## config.mk

```make
export PLATFORM = sky130hd
export DESIGN_NAME = ex_stage
export DESIGN_NICKNAME = d
export VERILOG_FILES = /design/src/verilog/isa_pkg.sv /design/src/verilog/pipe_pkg.sv /design/src/verilog/alu.sv /design/src/verilog/branch_resolve.sv /design/src/verilog/ex_mem_register.sv /design/src/verilog/ex_stage.sv /design/src/verilog/execute.sv /design/src/verilog/operand_select.sv
export SDC_FILE = /design/constraint.sdc
export NUM_CORES = 1
export LEC_CHECK = 0
export BUFFER_PORTS_ARGS = -buffer_cell sky130_fd_sc_hd__buf_2
export CAP_MARGIN = 30
export CORE_MARGIN = 4
export CORE_UTILIZATION = 30
export DETAILED_ROUTE_END_ITERATION = 16
export PLACE_DENSITY = 0.54
export SETUP_SLACK_MARGIN = 0.1
export SLEW_MARGIN = 20
export SYNTH_ARGS = -nofsm -noshare
export SYNTH_HDL_FRONTEND = slang
export SYNTH_SLANG_ARGS = --single-unit
```

## constraint.sdc

```tcl
create_clock -name clk -period 15.8 [get_ports clk]
set_input_delay 1.58 -clock clk [delete_from_list [all_inputs] [get_ports clk]]
set_output_delay 1.58 -clock clk [all_outputs]
set_load 0.05 [all_outputs]
```

## src/verilog/isa_pkg.sv

```systemverilog
package isa_pkg;

    // Instruction class from the decoder
    // It steers operand selection and redirect resolution
    typedef enum logic [2:0] {
        ALU_MEM    = 3'b000,  // Loads and stores, address is rs1 plus imm
        ALU_BRANCH = 3'b001,  // Conditional branches compare rs1 with rs2
        ALU_REG    = 3'b010,  // Register or immediate arithmetic, also the bubble class
        ALU_JAL    = 3'b011,  // Jump and link relative to pc
        ALU_LUI    = 3'b100,  // Upper immediate goes straight to rd
        ALU_AUIPC  = 3'b101,  // Upper immediate added to pc
        ALU_JALR   = 3'b111   // Jump and link through rs1
    } alu_op_t;

    // Exact function the ALU performs
    typedef enum logic [4:0] {
        ALU_ADD  = 5'd0,
        ALU_SUB  = 5'd1,   // Branches always use this one
        ALU_SLL  = 5'd2,
        ALU_SLT  = 5'd3,
        ALU_SLTU = 5'd4,
        ALU_XOR  = 5'd5,
        ALU_SRL  = 5'd6,
        ALU_SRA  = 5'd7,
        ALU_OR   = 5'd8,
        ALU_AND  = 5'd9
    } alu_ctrl_t;

    // Branch condition, encoded as the funct3 field of the B-type instruction
    typedef enum logic [2:0] {
        BR_EQ  = 3'b000,
        BR_NE  = 3'b001,
        BR_LT  = 3'b100,
        BR_GE  = 3'b101,
        BR_LTU = 3'b110,
        BR_GEU = 3'b111
    } branch_op_t;

endpackage

```

## src/verilog/pipe_pkg.sv

```systemverilog
package pipe_pkg;

    // Width of every register value, immediate and pc in the pipeline
    localparam int XLEN = 32;

    // Register file index width, 32 architectural registers
    localparam int REG_IDX_W = 5;

    // Amount added to pc to form the link address of JAL and JALR
    // It is also the distance between two sequential instructions
    localparam logic [XLEN-1:0] LINK_OFFSET = XLEN'(4);

    // Only the low bits of the second operand count for a shift in RV32I
    localparam int SHAMT_W = 5;

endpackage
```

## src/verilog/alu.sv

```systemverilog
module alu
    import isa_pkg::*, pipe_pkg::*;
(
    input  logic [XLEN-1:0] a,         // First operand, usually rs1 or pc
    input  logic [XLEN-1:0] b,         // Second operand, rs2, imm or link offset
    input  alu_ctrl_t       alu_ctrl,  // Function select from the decoder
    output logic [XLEN-1:0] result,
    output logic            zero,      // Result is all zeros
    output logic            borrow     // Unsigned borrow out of a minus b
);

    logic [XLEN:0]      diff;       // Extra top bit catches the unsigned borrow
    logic [SHAMT_W-1:0] shamt;      // Shift amount from the low bits of b
    logic               lt_signed;  // Signed compare for SLT

    // One subtractor serves SUB, SLTU and the borrow flag
    assign diff = {1'b0, a} - {1'b0, b};

    assign shamt = b[SHAMT_W-1:0];  // Upper bits of b are ignored for shifts

    assign lt_signed = $signed(a) < $signed(b);

    always_comb
    begin
        case (alu_ctrl)
            ALU_ADD:
                result = a + b;
            ALU_SUB:
                result = diff[XLEN-1:0];
            ALU_SLL:
                result = a << shamt;
            ALU_SLT:
                result = {{(XLEN-1){1'b0}}, lt_signed};  // Zero extended compare bit
            ALU_SLTU:
                result = {{(XLEN-1){1'b0}}, diff[XLEN]};  // Borrow means a below b
            ALU_XOR:
                result = a ^ b;
            ALU_SRL:
                result = a >> shamt;  // Logical, fills with zeros
            ALU_SRA:
                result = $unsigned($signed(a) >>> shamt);  // Arithmetic, copies the sign
            ALU_OR:
                result = a | b;
            ALU_AND:
                result = a & b;
            default:
                result = '0;  // Unused encodings give a quiet zero
        endcase
    end

    // Flags for branch resolution
    // Zero follows the selected function, borrow always comes from the subtractor
    assign zero   = (result == '0);
    assign borrow = diff[XLEN];

endmodule

```

## src/verilog/branch_resolve.sv

```systemverilog
module branch_resolve
    import isa_pkg::*, pipe_pkg::*;
(
    input  alu_op_t         alu_op,
    input  branch_op_t      branch_op,
    input  alu_ctrl_t       alu_ctrl,        // Only checked, never steers the logic
    input  logic            zero,            // ALU flags from rs1 minus rs2
    input  logic            borrow,
    input  logic            sign,            // Top bit of the ALU result
    input  logic [XLEN-1:0] rs1_value,
    input  logic [XLEN-1:0] imm,
    input  logic [XLEN-1:0] pc,
    output logic            redirect,        // Fetch must restart at redirect_target
    output logic [XLEN-1:0] redirect_target
);

    logic            cond_true;  // The selected branch condition holds
    logic [XLEN-1:0] jalr_sum;   // rs1 plus imm before the low bit is cleared

    // Signed conditions use the sign of the difference, which is wrong on overflow
    always_comb
    begin
        case (branch_op)
            BR_EQ:   cond_true = zero;
            BR_NE:   cond_true = !zero;
            BR_LT:   cond_true = sign;
            BR_GE:   cond_true = !sign;
            BR_LTU:  cond_true = borrow;
            BR_GEU:  cond_true = !borrow;
            default: cond_true = 1'b0;  // Reserved funct3 values never branch
        endcase
    end

    always_comb
    begin
        case (alu_op)
            ALU_JAL, ALU_JALR: redirect = 1'b1;       // Jumps always leave the sequence
            ALU_BRANCH:        redirect = cond_true;
            default:           redirect = 1'b0;
        endcase
    end

    assign jalr_sum = rs1_value + imm;

    // JALR clears bit 0 of its target, everything else is pc relative
    assign redirect_target = (alu_op == ALU_JALR) ? {jalr_sum[XLEN-1:1], 1'b0} : pc + imm;

    // The flags above only mean something when the ALU subtracted
    always_comb
    begin
        if (alu_op == ALU_BRANCH)
        begin
            assert final (alu_ctrl == ALU_SUB)
            else $error("Branch issued with an ALU function other than SUB");
        end
    end

endmodule

```

## src/verilog/ex_mem_register.sv

```systemverilog
module ex_mem_register
    import pipe_pkg::*;
(
    input  logic                 clk,
    input  logic                 rst,
    input  logic                 valid,
    input  logic [XLEN-1:0]      result,
    input  logic [XLEN-1:0]      store_data,
    input  logic [REG_IDX_W-1:0] reg_dest,
    input  logic                 reg_write,
    input  logic                 mem_write,
    input  logic                 mem_read,
    input  logic                 mem_to_reg,
    input  logic                 redirect,
    input  logic [XLEN-1:0]      redirect_target,
    output logic                 out_valid,
    output logic [XLEN-1:0]      out_result,      // Memory address or write-back value
    output logic [XLEN-1:0]      out_store_data,
    output logic [REG_IDX_W-1:0] out_reg_dest,
    output logic                 out_reg_write,
    output logic                 out_mem_write,
    output logic                 out_mem_read,
    output logic                 out_mem_to_reg,
    output logic                 out_redirect,
    output logic [XLEN-1:0]      out_redirect_target
);

    // Controls come out of reset inactive so memory and write-back see bubbles
    always_ff @(posedge clk or posedge rst)
    begin
        if (rst)
        begin
            out_valid      <= 1'b0;
            out_reg_write  <= 1'b0;
            out_mem_write  <= 1'b0;
            out_mem_read   <= 1'b0;
            out_mem_to_reg <= 1'b0;
            out_redirect   <= 1'b0;
        end
        else
        begin
            out_valid      <= valid;
            out_reg_write  <= reg_write;
            out_mem_write  <= mem_write;
            out_mem_read   <= mem_read;
            out_mem_to_reg <= mem_to_reg;
            out_redirect   <= redirect;
        end
    end

    always_ff @(posedge clk)
    begin
        out_result          <= result;
        out_store_data      <= store_data;
        out_reg_dest        <= reg_dest;
        out_redirect_target <= redirect_target;  // Only meaningful with out_redirect
    end

    // The bubble class from the ID/EX latch must keep redirect quiet
    assert property (@(posedge clk) disable iff (rst) redirect |-> valid)
    else $error("Redirect raised by a bubble");

endmodule

```

## src/verilog/ex_stage.sv

```systemverilog
module ex_stage
    import isa_pkg::*, pipe_pkg::*;
(
    input  logic                 clk,
    input  logic                 rst,
    input  logic                 in_valid,
    input  logic [XLEN-1:0]      rs1_value,
    input  logic [XLEN-1:0]      rs2_value,
    input  logic [XLEN-1:0]      imm,
    input  logic [XLEN-1:0]      pc,
    input  logic                 alu_src,
    input  alu_op_t              alu_op,
    input  alu_ctrl_t            alu_ctrl,
    input  branch_op_t           branch_op,
    input  logic                 in_mem_write,
    input  logic                 in_mem_read,
    input  logic                 in_reg_write,
    input  logic                 in_mem_to_reg,
    input  logic [REG_IDX_W-1:0] in_reg_dest,
    output logic                 out_valid,       // Two cycles after in_valid
    output logic [XLEN-1:0]      result,
    output logic [XLEN-1:0]      store_data,
    output logic [REG_IDX_W-1:0] out_reg_dest,
    output logic                 out_reg_write,
    output logic                 out_mem_write,
    output logic                 out_mem_read,
    output logic                 out_mem_to_reg,
    output logic                 redirect,
    output logic [XLEN-1:0]      redirect_target
);

    // Execute outputs during the cycle after the ID/EX latch
    logic                 ex_valid;
    logic [XLEN-1:0]      ex_result, ex_store_data, ex_redirect_target;
    logic [REG_IDX_W-1:0] ex_reg_dest;
    logic                 ex_reg_write, ex_mem_write, ex_mem_read, ex_mem_to_reg;
    logic                 ex_redirect;

    execute i_execute (
        .clk(clk), .rst(rst), .in_valid(in_valid),
        .rs1_value(rs1_value), .rs2_value(rs2_value), .imm(imm), .pc(pc),
        .alu_src(alu_src), .alu_op(alu_op), .alu_ctrl(alu_ctrl), .branch_op(branch_op),
        .in_mem_write(in_mem_write), .in_mem_read(in_mem_read),
        .in_reg_write(in_reg_write), .in_mem_to_reg(in_mem_to_reg),
        .in_reg_dest(in_reg_dest),
        .valid(ex_valid), .result(ex_result), .store_data(ex_store_data),
        .reg_dest(ex_reg_dest), .reg_write(ex_reg_write), .mem_write(ex_mem_write),
        .mem_read(ex_mem_read), .mem_to_reg(ex_mem_to_reg),
        .redirect(ex_redirect), .redirect_target(ex_redirect_target)
    );

    ex_mem_register i_ex_mem_register (
        .clk(clk), .rst(rst),
        .valid(ex_valid), .result(ex_result), .store_data(ex_store_data),
        .reg_dest(ex_reg_dest), .reg_write(ex_reg_write), .mem_write(ex_mem_write),
        .mem_read(ex_mem_read), .mem_to_reg(ex_mem_to_reg),
        .redirect(ex_redirect), .redirect_target(ex_redirect_target),
        .out_valid(out_valid), .out_result(result), .out_store_data(store_data),
        .out_reg_dest(out_reg_dest), .out_reg_write(out_reg_write),
        .out_mem_write(out_mem_write), .out_mem_read(out_mem_read),
        .out_mem_to_reg(out_mem_to_reg),
        .out_redirect(redirect), .out_redirect_target(redirect_target)
    );

endmodule

```

## src/verilog/execute.sv

```systemverilog
module execute
    import isa_pkg::*, pipe_pkg::*;
(
    input  logic                 clk,
    input  logic                 rst,
    input  logic                 in_valid,        // One cycle strobe per instruction
    input  logic [XLEN-1:0]      rs1_value,
    input  logic [XLEN-1:0]      rs2_value,
    input  logic [XLEN-1:0]      imm,
    input  logic [XLEN-1:0]      pc,
    input  logic                 alu_src,
    input  alu_op_t              alu_op,
    input  alu_ctrl_t            alu_ctrl,
    input  branch_op_t           branch_op,
    input  logic                 in_mem_write,
    input  logic                 in_mem_read,
    input  logic                 in_reg_write,
    input  logic                 in_mem_to_reg,
    input  logic [REG_IDX_W-1:0] in_reg_dest,
    output logic                 valid,
    output logic [XLEN-1:0]      result,          // ALU result or link address
    output logic [XLEN-1:0]      store_data,
    output logic [REG_IDX_W-1:0] reg_dest,
    output logic                 reg_write,
    output logic                 mem_write,
    output logic                 mem_read,
    output logic                 mem_to_reg,
    output logic                 redirect,
    output logic [XLEN-1:0]      redirect_target
);

    alu_op_t              alu_op_q;     // Reset and bubbles hold ALU_REG, which never redirects
    logic [XLEN-1:0]      rs1_q, imm_q, pc_q;
    logic                 alu_src_q;
    alu_ctrl_t            alu_ctrl_q;
    branch_op_t           branch_op_q;
    logic [XLEN-1:0]      a, b;         // Selected operands
    logic                 zero, borrow;

    // ID/EX latch, control half
    // A cycle without in_valid loads a bubble with every control cleared
    always_ff @(posedge clk or posedge rst)
    begin
        if (rst)
        begin
            valid      <= 1'b0;
            reg_write  <= 1'b0;
            mem_write  <= 1'b0;
            mem_read   <= 1'b0;
            mem_to_reg <= 1'b0;
            alu_op_q   <= ALU_REG;
        end
        else
        begin
            valid      <= in_valid;
            reg_write  <= in_valid & in_reg_write;
            mem_write  <= in_valid & in_mem_write;
            mem_read   <= in_valid & in_mem_read;
            mem_to_reg <= in_valid & in_mem_to_reg;
            alu_op_q   <= in_valid ? alu_op : ALU_REG;
        end
    end

    // Payload half loads every cycle, a bubble's payload is simply ignored downstream
    always_ff @(posedge clk)
    begin
        rs1_q       <= rs1_value;
        store_data  <= rs2_value;  // rs2 doubles as the store data
        imm_q       <= imm;
        pc_q        <= pc;
        alu_src_q   <= alu_src;
        alu_ctrl_q  <= alu_ctrl;
        branch_op_q <= branch_op;
        reg_dest    <= in_reg_dest;
    end

    operand_select i_operand_select (
        .alu_op(alu_op_q), .alu_src(alu_src_q), .rs1_value(rs1_q), .rs2_value(store_data),
        .imm(imm_q), .pc(pc_q), .a(a), .b(b)
    );

    alu i_alu (
        .a(a), .b(b), .alu_ctrl(alu_ctrl_q), .result(result), .zero(zero), .borrow(borrow)
    );

    branch_resolve i_branch_resolve (
        .alu_op(alu_op_q), .branch_op(branch_op_q), .alu_ctrl(alu_ctrl_q),
        .zero(zero), .borrow(borrow), .sign(result[XLEN-1]),  // Sign of rs1 minus rs2
        .rs1_value(rs1_q), .imm(imm_q), .pc(pc_q),
        .redirect(redirect), .redirect_target(redirect_target)
    );

    // A decoder fault would issue a load and a store at once
    assert property (@(posedge clk) disable iff (rst) !(mem_write && mem_read))
    else $error("Instruction latched as both load and store");

endmodule

```

## src/verilog/operand_select.sv

```systemverilog
module operand_select
    import isa_pkg::*, pipe_pkg::*;
(
    input  alu_op_t         alu_op,     // Instruction class
    input  logic            alu_src,    // Immediate instead of rs2 for the register class
    input  logic [XLEN-1:0] rs1_value,
    input  logic [XLEN-1:0] rs2_value,
    input  logic [XLEN-1:0] imm,        // Already sign extended and shifted by the decoder
    input  logic [XLEN-1:0] pc,
    output logic [XLEN-1:0] a,
    output logic [XLEN-1:0] b
);

    always_comb
    begin
        case (alu_op)
            ALU_MEM:
            begin
                a = rs1_value;  // Base register
                b = imm;        // Byte offset, so the ALU forms the address
            end
            ALU_BRANCH:
            begin
                a = rs1_value;  // The ALU subtracts the two registers
                b = rs2_value;  // and the flags decide the branch
            end
            ALU_REG:
            begin
                a = rs1_value;
                b = alu_src ? imm : rs2_value;  // I-type or R-type
            end
            ALU_LUI:
            begin
                a = '0;   // Adding to zero passes the immediate through
                b = imm;
            end
            ALU_AUIPC:
            begin
                a = pc;
                b = imm;
            end
            ALU_JAL, ALU_JALR:
            begin
                // The result of a jump is the link address for rd
                // The target comes from the adder in branch_resolve
                a = pc;
                b = LINK_OFFSET;
            end
            default:
            begin
                a = '0;  // Encoding 3'b110 is not a valid class
                b = '0;
            end
        endcase
    end

endmodule

```

After elaboration in Yosys (flattened, before gate mapping)
Cells that the tools add are included.
- register bits: 257
- $add $sub $neg: 4
- magnitude comparators: 1
- equal/unequal tests: 20
- shift-type cells: 3
- muxes and demuxes: 8
- bitwise gates (word level): 7
- reduce and logical (&&, ||, !) cells: 11
- operators with widths (operator ; number):
    32-bit case mux with 10 select lines ; 1
    32-bit case mux with 4 select lines ; 1
    32-bit adder ; 3
    32-bit 2-to-1 mux ; 2
    32-bit case mux with 2 select lines ; 1
    32-bit by 32-bit subtractor with 33-bit output ; 1
    32-bit AND ; 1
    32-bit logical NOT ; 1
    32-bit less-than comparator ; 1
    32-bit OR ; 1
    32-bit by 5-bit << shifter with 32-bit output ; 1
    32-bit by 5-bit >> shifter with 32-bit output ; 1
    32-bit by 5-bit >>> shifter with 32-bit output ; 1
    32-bit bitwise XOR ; 1
    3-bit equality test (second input constant) ; 7
    5-bit by 3-bit equality test with 1-bit output (second input constant) ; 4
    5-bit by 2-bit equality test with 1-bit output (second input constant) ; 2
    5-bit by 4-bit equality test with 1-bit output (second input constant) ; 2
    3-bit OR reduction ; 3
    3-bit by 1-bit equality test with 1-bit output (second input constant) ; 2
    3-bit by 2-bit equality test with 1-bit output (second input constant) ; 2
    3-bit logical NOT ; 2
    1-bit case mux with 6 select lines ; 1
    5-bit by 1-bit equality test with 1-bit output (second input constant) ; 1
    6 further kinds ; 11

Depth between registers and ports, before layout
Gate-level depths: netlist of run 1.
- depth in word-level cells: 9
- gate-level depth with buffers: 24

By module
A second synthesis of run 1 with hierarchy kept.
- cells, all modules: 2249
- area, all modules: 19179.6 µm²
- modules (own cells, without submodules) (module ; times used ; cells an instance ; area an instance (µm²) ; sequential area each (µm²)):
    alu ; 1 ; 1320 ; 9167.5 ; 0.0
    branch_resolve ; 1 ; 465 ; 3324.4 ; 0.0
    execute ; 1 ; 158 ; 3091.7 ; 3044.2
    ex_mem_register ; 1 ; 108 ; 2175.8 ; 2172.1
    operand_select ; 1 ; 198 ; 1420.1 ; 0.0

Worst setup path after synthesis of run 1
No wires, ideal clock.
- kind: register to register
- start: register i_execute.alu_op_q[1]
- end: register i_ex_mem_register.out_redirect
- library setup time: 0.069 ns
- arrival: 5.796 ns
- data required time: 15.731 ns
- setup slack: 9.935 ns
- stages on the path, launching flop included: 25
- clock period less this slack: 5.865 ns
- cells stage by stage: dfstp_2 buf_4 buf_2 nand2b_1 a221oi_1 a21oi_1 buf_2 clkbuf_1 clkbuf_1 clkbuf_1 ha_1 clkbuf_1 nor2_1 o21ai_0 a211oi_1 o2111ai_1 a311oi_1 a211oi_1 o21ai_0 a211oi_1 or4b_2 and4bb_1 nand4_1 or3b_1 nand3_1
- longest elaborated chain between the ends: 9
- RTL lines (item ; line ; text):
    start: declaration ; execute.sv:32 ; alu_op_t alu_op_q;
    start signal: assignment ; execute.sv:60 ; alu_op_q <= in_valid ? alu_op : ALU_REG;
    3-bit equality test (tied with other cells) ; operand_select.sv:16 ; case (alu_op)
    3-bit OR reduction (no source line) / 2-bit OR reduction (equally long branches) ; -- ;
    32-bit case mux with 4 select lines / 32-bit case mux with 2 select lines (equally long branches) ; operand_select.sv:16 ;
    32-bit by 32-bit subtractor with 33-bit output (tied with other cells) ; alu.sv:17 ; assign diff = {1'b0, a} - {1'b0, b};
    32-bit case mux with 10 select lines (*) ; alu.sv:25 ; case (alu_ctrl)
    via ex_result[28] ; ex_stage.sv:34 ; logic [XLEN-1:0] ex_result, ex_store_data, ex_redirect_target;
    32-bit logical NOT (*) ; alu.sv:53 ; assign zero = (result == '0);
    1-bit logical NOT ; branch_resolve.sv:25 ; BR_NE: cond_true = !zero;
    1-bit case mux with 6 select lines (*) ; branch_resolve.sv:23 ; case (branch_op)
    1-bit case mux with 2 select lines (*) ; branch_resolve.sv:36 ; case (alu_op)
    via ex_redirect ; ex_stage.sv:37 ; logic ex_redirect;
    end signal: assignment ; ex_mem_register.sv:47 ; out_redirect <= redirect;
    end: declaration ; ex_mem_register.sv:24 ; output logic out_redirect,
Mark *: on every way through the listed nets, which the timed path passes. The rest lies on a longest branch.
A chain may end at the register's enable or synchronous reset.

Worst setup path after layout of run 1
- start: register i_execute.alu_op_q[2]
- end: register i_ex_mem_register.out_redirect
- longest elaborated chain between the ends: 9
- RTL lines (item ; line):
    3-bit equality test (tied with other cells) ; operand_select.sv:16
    3-bit OR reduction (no source line) / 2-bit OR reduction (equally long branches) ; --
    32-bit case mux with 4 select lines / 32-bit case mux with 2 select lines (equally long branches) ; operand_select.sv:16
    32-bit by 32-bit subtractor with 33-bit output (tied with other cells) ; alu.sv:17
    32-bit case mux with 10 select lines ; alu.sv:25
    32-bit logical NOT ; alu.sv:53
    1-bit logical NOT ; branch_resolve.sv:25
    1-bit case mux with 6 select lines ; branch_resolve.sv:23
    1-bit case mux with 2 select lines (*) ; branch_resolve.sv:36
    via ex_redirect ; ex_stage.sv:37
Marks and branches as above.

==> metrics.md, run 1 <==
| Metric | Value |
|---|---|
| Run status | `finished clean` |
| TritonCTS clock tree | `yes` |
| Number of fillers in the final layout | `6393` |
| Number of cells on the worst hold path | `0` |
| Ports | `259` |
| Static leakage | `9.578 nW` |
| Post-detailed-route DRC marker count | `0` |
| Highest metal used | `met5` |
| Die ar. | `0.06581 mm²` |
| Clock insertion delay at the later pin of the skew report | `0.60 ns` |
| Initial antenna violation count | `6` |
| Core area | `0.06081 mm²` |
| DP Area | `0.02052 mm²` |
| Most used flip-flop cell after synthesis | `dfxtp_1` |
| Number of global-route vias before repair | `19520` |
| GRT Total Usage | `0.2520` |
| Clock Tree Root | `clkbuf_16` |
| Fraction of final layout cells with drive strength greater than 1 | `0.1783` |
| Syn Nets | `2573` |
| Cts bufs inserted | `30` |
| Number of buffers inserted by hold repair at cts | `0` |
| Slowest stage cell, crit path | `a2111oi_0` |
| Type of element capturing the critical path | `flip-flop` |
| Metal3 WL | `8.508 mm` |
| Startpoint of the lowest-slack register-to-register path | `i_execute.alu_op_q[2]` |
| Count of buffers from port buffering | `258` |
| First-pass GRT wire length | `127.5 mm` |
| Number of failing setup endpoints in the final timing report | `0` |
| Max-cap viol count | `0` |
| Minimum setup slack in the final design | `8.422 ns` |
| Most repeated cell in the gate-level netlist after synthesis | `dfxtp_1` |
| Critical path required time | `16.31 ns` |
| Placed Cells incl. Taps | `3211` |
| Pin count of the biggest net entering global routing | `62` |
| Starting utilization of the core area | `0.3048` |
| Final-report hold violation count | `0` |
| Count of different cell masters after synthesis | `99` |
| Count of flip-flops with a built-in enable after synthesis | `0` |
| Count of final max-slew check failures | `0` |
| Critical path startpoint category | `flip-flop` |
| Setup slack of the worst register-to-register path | `8.42 ns` |
| Category of the most critical setup path | `reg2reg` |
| Total Wirelength | `87.94 mm` |
| Area contributors post-synth | `dfxtp_1, ha_1, a21oi_1` |
| PostCTS Resize Cnt | `0` |
| HP Start | `i_execute.reg_dest[0]` |
| Normalized max-slew margin | `0.3361` |
| Power per cell area | `117.7 mW/mm²` |
| Total standard cell area after synthesis | `0.01853 mm²` |
| Dominant cell type by area after synthesis | `dfxtp_1` |
| P&R area growth vs syn | `16.87%` |
| Path type of the worst min-delay path | `reg2reg` |
| Share of flip-flops with an asynchronous set or reset after synthesis | `0.05447` |
| Number of nets at the end of the flow | `2775` |
| Post-route non-filler standard cell count | `3270` |
| Top cell type's share of synthesized area | `0.2625` |
| Critical path arrival | `7.89 ns` |
| Number of sinks on the clock net | `257` |
| Number of instances in the synthesized netlist | `2259` |
| Portion of the post-synthesis area used by sequential elements | `0.2815` |
| Number of DRC markers in iteration 0 | `2638` |
| Routed length on met2 | `37.00 mm` |
| Average wire per standard cell | `26.89 µm` |
| Hold path endpoint | `i_ex_mem_register.out_reg_dest[0]` |
| Worst-path fanout max | `36` |
| Number of cell instances on the worst register-to-register path | `18` |
| Final design area excluding fillers | `0.02166 mm²` |
| Final antenna-violating net count | `0` |
| Setup WS pre-CTS | `8.649 ns` |
| Met1 wire length | `38.22 mm` |
| Mean number of vias per cell | `6.100` |
| Crit path time final | `7.378 ns` |
| Standard-cell rows | `90` |
| Clock-pin slew of the registers on the worst-case setup and hold paths | `0.07 ns` |
| Sequence of cells on the critical path | `and2b_1, nor3_1, or2_2, inv_2, ha_1, o21bai_1, o211ai_1, a21oi_1, a211oi_1, o21bai_1, a221oi_1, a21oi_1, a2111oi_0, nand4_1, nor4_1, nand4_1, or3b_1, nand3_1` |
| Slowest cell delay on critical path | `0.75 ns` |
| Final total negative setup slack | `0 ns` |
| Ys Warns | `0` |
| Post-synthesis sequential element count | `257` |
| Maximum clock insertion buffer count | `3` |
| Die X-Extent | `256.5 µm` |
| Y dimension of the die | `256.5 µm` |
| Critical register-to-register path endpoint | `i_ex_mem_register.out_redirect` |
| Vias after detailed routing | `19950` |
| Clk_skew | `0.03446 ns` |
| Cell types with the highest counts after synthesis | `dfxtp_1, nor2_1, a21oi_1, nand2_1, ha_1` |
| Mean Syn Cell Area | `8.203 µm²` |
| GRT overflow | `0` |
| Achievable Freq | `0.1355 GHz` |
| Length of the first detailed-routing pass in iterations | `8` |
| Worst Max-Slew Pin Slew | `0.9882 ns` |
| Final weighted congestion in routability-driven placement | `1.094` |
| Number of buffers inserted to repair setup after CTS | `0` |
| RSZ-0062 raised after global routing | `no` |
| Largest voltage drop on the vdd net | `0.08231 mV` |
| Part of the cycle the worst path needs | `0.4669` |
| HPWL after detailed placement | `69.74 mm` |
| Maximum level of the CTS H-tree | `1` |
==> layer usage <==
metal  vias to the layer above  track usage
met5                         -            0
met4                         2      0.09592
met3                       269      0.05072
met2                      1224       0.3849
met1                      9549       0.3509
li1                       8902            -
==> stage by stage <==
stage | power [mW] | utilization | hold WS, ns
after floorplan | 1.426 | - | 0.3096
after global placement | 1.754 | 0.3372 | 0.3101
after detailed placement | 1.746 | 0.3374 | 0.3135
after CTS | 2.541 | 0.3560 | 0.3269
after global routing | 2.650 | 0.3561 | 0.3273
final | 2.549 | 0.3562 | 0.3297
==> logic make-up after synthesis <==
kind of cell	after synthesis	share of synthesized area
buffers and inverters	239	0.05516
adders and majority gates	162	0.1110
xor gates and xnor gates	59	0.02788
AOI/OAI and AO/OA	811	0.3064
muxes	32	0.03214
DFF	257	0.2815
and+or+nand+nor	699	0.1859
==> final cells by class <==
class                   count  area (µm²)  area share
multi-input cells        1763       12330      0.5691
flip-flops and latches    257        5216      0.2409
repair buffers            296        1570     0.07251
well taps                 782       978.4     0.04518
clock buffers              36       844.6     0.03900
inverters                 113       425.4     0.01964
clock inverters            19       286.5     0.01323
diodes                      4       10.01   0.0004622
==> worst max path at each step <==
stage,from,endpoint,depth (start not counted)
2_1_floorplan,i_execute.alu_op_q[1],i_ex_mem_register.out_redirect,24
3_3_place_gp,i_execute.alu_op_q[0],i_ex_mem_register.out_redirect,20
3_5_place_dp,i_execute.alu_op_q[0],i_ex_mem_register.out_redirect,20
4_1_cts,i_execute.alu_op_q[0],i_ex_mem_register.out_redirect,20
5_1_grt,i_execute.alu_op_q[0],i_ex_mem_register.out_redirect,20
6_report,i_execute.alu_op_q[2],i_ex_mem_register.out_redirect,18
==> critical path, delay by kind of cell, from the launching register on <==
kind,cells,cell delay (ns)
AOI/OAI and AO/OA,8,2.93
and+or+nand+nor,8,2.68
adders and majority gates,1,0.37
DFF,1,0.74
buffers and inverters,1,0.56
==> report_power, final <==
group | internal, mW | leakage (nW) | switching, mW
combinational | 0.306 | 6.80 | 0.707
clock | 0.471 | 0.552 | 0.312
sequential | 0.710 | 2.22 | 0.0439
==> cells in the final DEF, fill, tap and decap left out, types with 14 or more instances in the layout <==
master	instances
buf_2	259
dfxtp_1	243
nor2_1	166
a21oi_1	164
nand2_1	159
ha_1	158
o21ai_0	143
nand3_1	102
inv_1	97
nor3_1	55
a22oi_1	47
a21o_1	45
a221oi_1	41
o211ai_1	39
and2_1	38
buf_4	36
xnor2_1	34
clkbuf_16	31
o22ai_1	27
a211oi_1	26
nor2b_1	25
xor2_1	25
nand2b_1	24
mux4_2	22
or3_1	21
o21a_1	20
a31oi_1	20
nand4_1	19
o221ai_1	19
a22o_1	18
and3_1	18
o21ai_1	15
o21bai_1	15
inv_2	14
o2111ai_1	14
No activity file was read; power rests on OpenSTA's default activity.
==> inputs of run 2 (changes only) <==
==> constraint.sdc (replaced) <==
create_clock -name clk -period 7.6 [get_ports clk]
set_input_delay 0.76 -clock clk [delete_from_list [all_inputs] [get_ports clk]]
set_output_delay 0.76 -clock clk [all_outputs]
set_load 0.05 [all_outputs]
==> run 2 against run 1 <==
Critical endpoint unchanged. Sequential share of layout area about the same. Clock skew decreased by 0.015 ns. Non-clock buffer count up 19. Critical path depth decreased by 1. Maximum frequency rose by 2.0%. Final cell count grew 0.43%. First-iteration DRC count fell by 8.3%. Global-route usage is 0.87 points higher.
==> metrics.md, run 2 (synthesis results as in run 1) <==
| Metric | Value |
|---|---|
| Run status | `finished clean (unchanged)` |
| Core area | `0.06081 mm² (unchanged)` |
| Part of the cycle the worst path needs | `0.9514 (was 0.4669)` |
| Cts bufs inserted | `29 (was 30)` |
| Number of fillers in the final layout | `6397 (was 6393)` |
| Area of the multi-input gates | `0.01234 mm² (was 0.01233 mm²)` |
| Final weighted congestion in routability-driven placement | `1.010 (was 1.094)` |
| Largest voltage drop on the vdd net | `0.1881 mV (was 0.08231 mV)` |
| Type of element capturing the critical path | `flip-flop (unchanged)` |
| Number of buffers inserted to repair setup after CTS | `0 (unchanged)` |
| Final antenna-violating net count | `0 (unchanged)` |
| Post-route non-filler standard cell count | `3284 (was 3270)` |
| First-pass GRT wire length | `131.2 mm (was 127.5 mm)` |
| Number of DRC markers in iteration 0 | `2420 (was 2638)` |
| Count of final max-slew check failures | `0 (unchanged)` |
| Critical path required time | `8.14 ns (was 16.31 ns)` |
| Length of the first detailed-routing pass in iterations | `6 (was 8)` |
| Crit path time final | `7.230 ns (was 7.378 ns)` |
| TritonCTS clock tree | `yes (unchanged)` |
| Average wire per standard cell | `27.60 µm (was 26.89 µm)` |
| Power per cell area | `236.6 mW/mm² (was 117.7 mW/mm²)` |
| Mean number of vias per cell | `6.104 (was 6.100)` |
| Y dimension of the die | `256.5 µm (unchanged)` |
| Number of sinks on the clock net | `257 (unchanged)` |
| Worst Max-Slew Pin Slew | `1.011 ns (was 0.9882 ns)` |
| Category of the most critical setup path | `reg2reg (unchanged)` |
| Static leakage | `9.603 nW (was 9.578 nW)` |
| Ports | `259 (unchanged)` |
| Worst-path fanout max | `20 (was 36)` |
| Count of buffers from port buffering | `258 (unchanged)` |
| Path type of the worst min-delay path | `in2async (was reg2reg)` |
| GRT overflow | `0 (unchanged)` |
| Total Wirelength | `90.63 mm (was 87.94 mm)` |
| Vias after detailed routing | `20050 (was 19950)` |
| Maximum level of the CTS H-tree | `1 (unchanged)` |
| Post-Route Hold Slack | `0.2165 ns (was 0.3297 ns)` |
| Standard-cell rows | `90 (unchanged)` |
| Highest-count cells in the layout ignoring fill and taps | `buf_2, dfxtp_1, nor2_1 (unchanged)` |
| Normalized max-slew margin | `0.3262 (was 0.3361)` |
| Clk_skew | `0.01978 ns (was 0.03446 ns)` |
| Number of global-route vias before repair | `19170 (was 19520)` |
| Final-report hold violation count | `0 (unchanged)` |
| Fraction of final layout cells with drive strength greater than 1 | `0.1835 (was 0.1783)` |
| Area taken by flip-flops and latches | `0.005216 mm² (unchanged)` |
| Setup WS pre-CTS | `0.7120 ns (was 8.649 ns)` |
| RSZ-0062 raised after global routing | `no (unchanged)` |
| Starting utilization of the core area | `0.3048 (unchanged)` |
| Die X-Extent | `256.5 µm (unchanged)` |
| Number of failing setup endpoints in the final timing report | `0 (unchanged)` |
| PostCTS Resize Cnt | `0 (unchanged)` |
| Final total negative setup slack | `0 ns (unchanged)` |
| Number of buffers inserted by hold repair at cts | `0 (unchanged)` |
| GRT Total Usage | `0.2607 (was 0.2520)` |
| Commonest non-fill, non-tap cell in the layout | `buf_2 (unchanged)` |
| Die ar. | `0.06581 mm² (unchanged)` |
| Initial antenna violation count | `4 (was 6)` |
| Clock Tree Root | `clkbuf_16 (unchanged)` |
| Clock-pin slew of the registers on the worst-case setup and hold paths | `0.07 ns (about the same)` |
| Max-cap viol count | `0 (unchanged)` |
| Number of nets at the end of the flow | `2793 (was 2775)` |
| Minimum setup slack in the final design | `0.3697 ns (was 8.422 ns)` |
| Post-detailed-route DRC marker count | `0 (unchanged)` |
| HPWL after detailed placement | `72.36 mm (was 69.74 mm)` |
| Critical path startpoint category | `flip-flop (unchanged)` |
| Critical path arrival | `7.77 ns (was 7.89 ns)` |
| P&R area growth vs syn | `16.80% (was 16.87%)` |
| Placed Cells incl. Taps | `3229 (was 3211)` |
| Clock insertion delay at the later pin of the skew report | `0.60 ns (about the same)` |
| Achievable Freq | `0.1383 GHz (was 0.1355 GHz)` |
| Pin count of the biggest net entering global routing | `68 (was 62)` |
| Maximum clock insertion buffer count | `3 (unchanged)` |
run 2: cell count changes in the layout (fill, tap and decap cells not counted), moves of 2 or more:
cell	before	now
clkinv_2	2	5
clkbuf_16	31	29
buf_8	0	2
inv_6	3	6
diode_2	4	1
bufinv_16	5	1
buf_4	36	53
inv_8	5	1
clkbuf_1	0	3
run 2: final timing paths:
kind,start,end,slack [ns],cells past startpoint
worst max-delay path,i_execute.alu_op_q[0],i_ex_mem_register.out_redirect,0.37,17
worst min-delay path,rst,i_execute.mem_read,0.22,2
worst max register to register,i_execute.alu_op_q[0],i_ex_mem_register.out_redirect,0.37,17
worst min register to register,i_execute.reg_dest[4],i_ex_mem_register.out_reg_dest[4],0.33,0
max in group asynchronous,rst,i_ex_mem_register.out_mem_read,6.98,2
min in group clk,pc[26],i_execute.pc_q[26],0.26,1
run 2: layout make-up:
class,instances,area share
inverter,113,0.01965
tap,782,0.04520
clock inverter,17,0.007630
multi-input combinational,1763,0.5699
timing repair buffer,315,0.07989
sequential,257,0.2410
antenna,1,0.0001156
clock buffer,36,0.03659
run 2: stage by stage:
step / instance area [µm²] / utilization / power, mW
floorplan: 18530 / - / 2.964
global placement: 20640 / 0.3394 / 3.689
detailed placement: 20680 / 0.3401 / 3.674
CTS: 21640 / 0.3558 / 5.104
global route: 21640 / 0.3559 / 5.338
finish: 21640 / 0.3559 / 5.122
run 2: per-layer routing:
layer	vias to the layer above	share of wire	track usage
met4	0	0.042	0.09395
met3	202	0.099	0.04944
met1	9658	0.43	0.3684
met5	-	0	0
met2	1260	0.43	0.3965
li1	8927	-	-
run 2: critical path, cell delays in order, from the launching register on:
cell and delay, ns:
dfrtp_1 0.85, a21oi_1 0.11, a221oi_2 0.88, or2_2 0.49
ha_1 0.34, a211o_1 0.31, a311oi_1 0.75, o211a_1 0.22
o221ai_1 0.30, a2111oi_0 0.40, o2111ai_1 0.24, or4_1 0.62
nor4_1 0.57, buf_4 0.24, and4bb_1 0.19, nand4_1 0.14
or3b_1 0.39, nand3_1 0.09
run 2: power breakdown:
group / switching (mW) / leakage [nW] / internal, mW
Clock: 0.622 / 0.475 / 0.789
Sequential: 0.0840 / 2.22 / 1.48
Combinational: 1.50 / 6.91 / 0.654
Total: 2.20 / 9.60 / 2.92
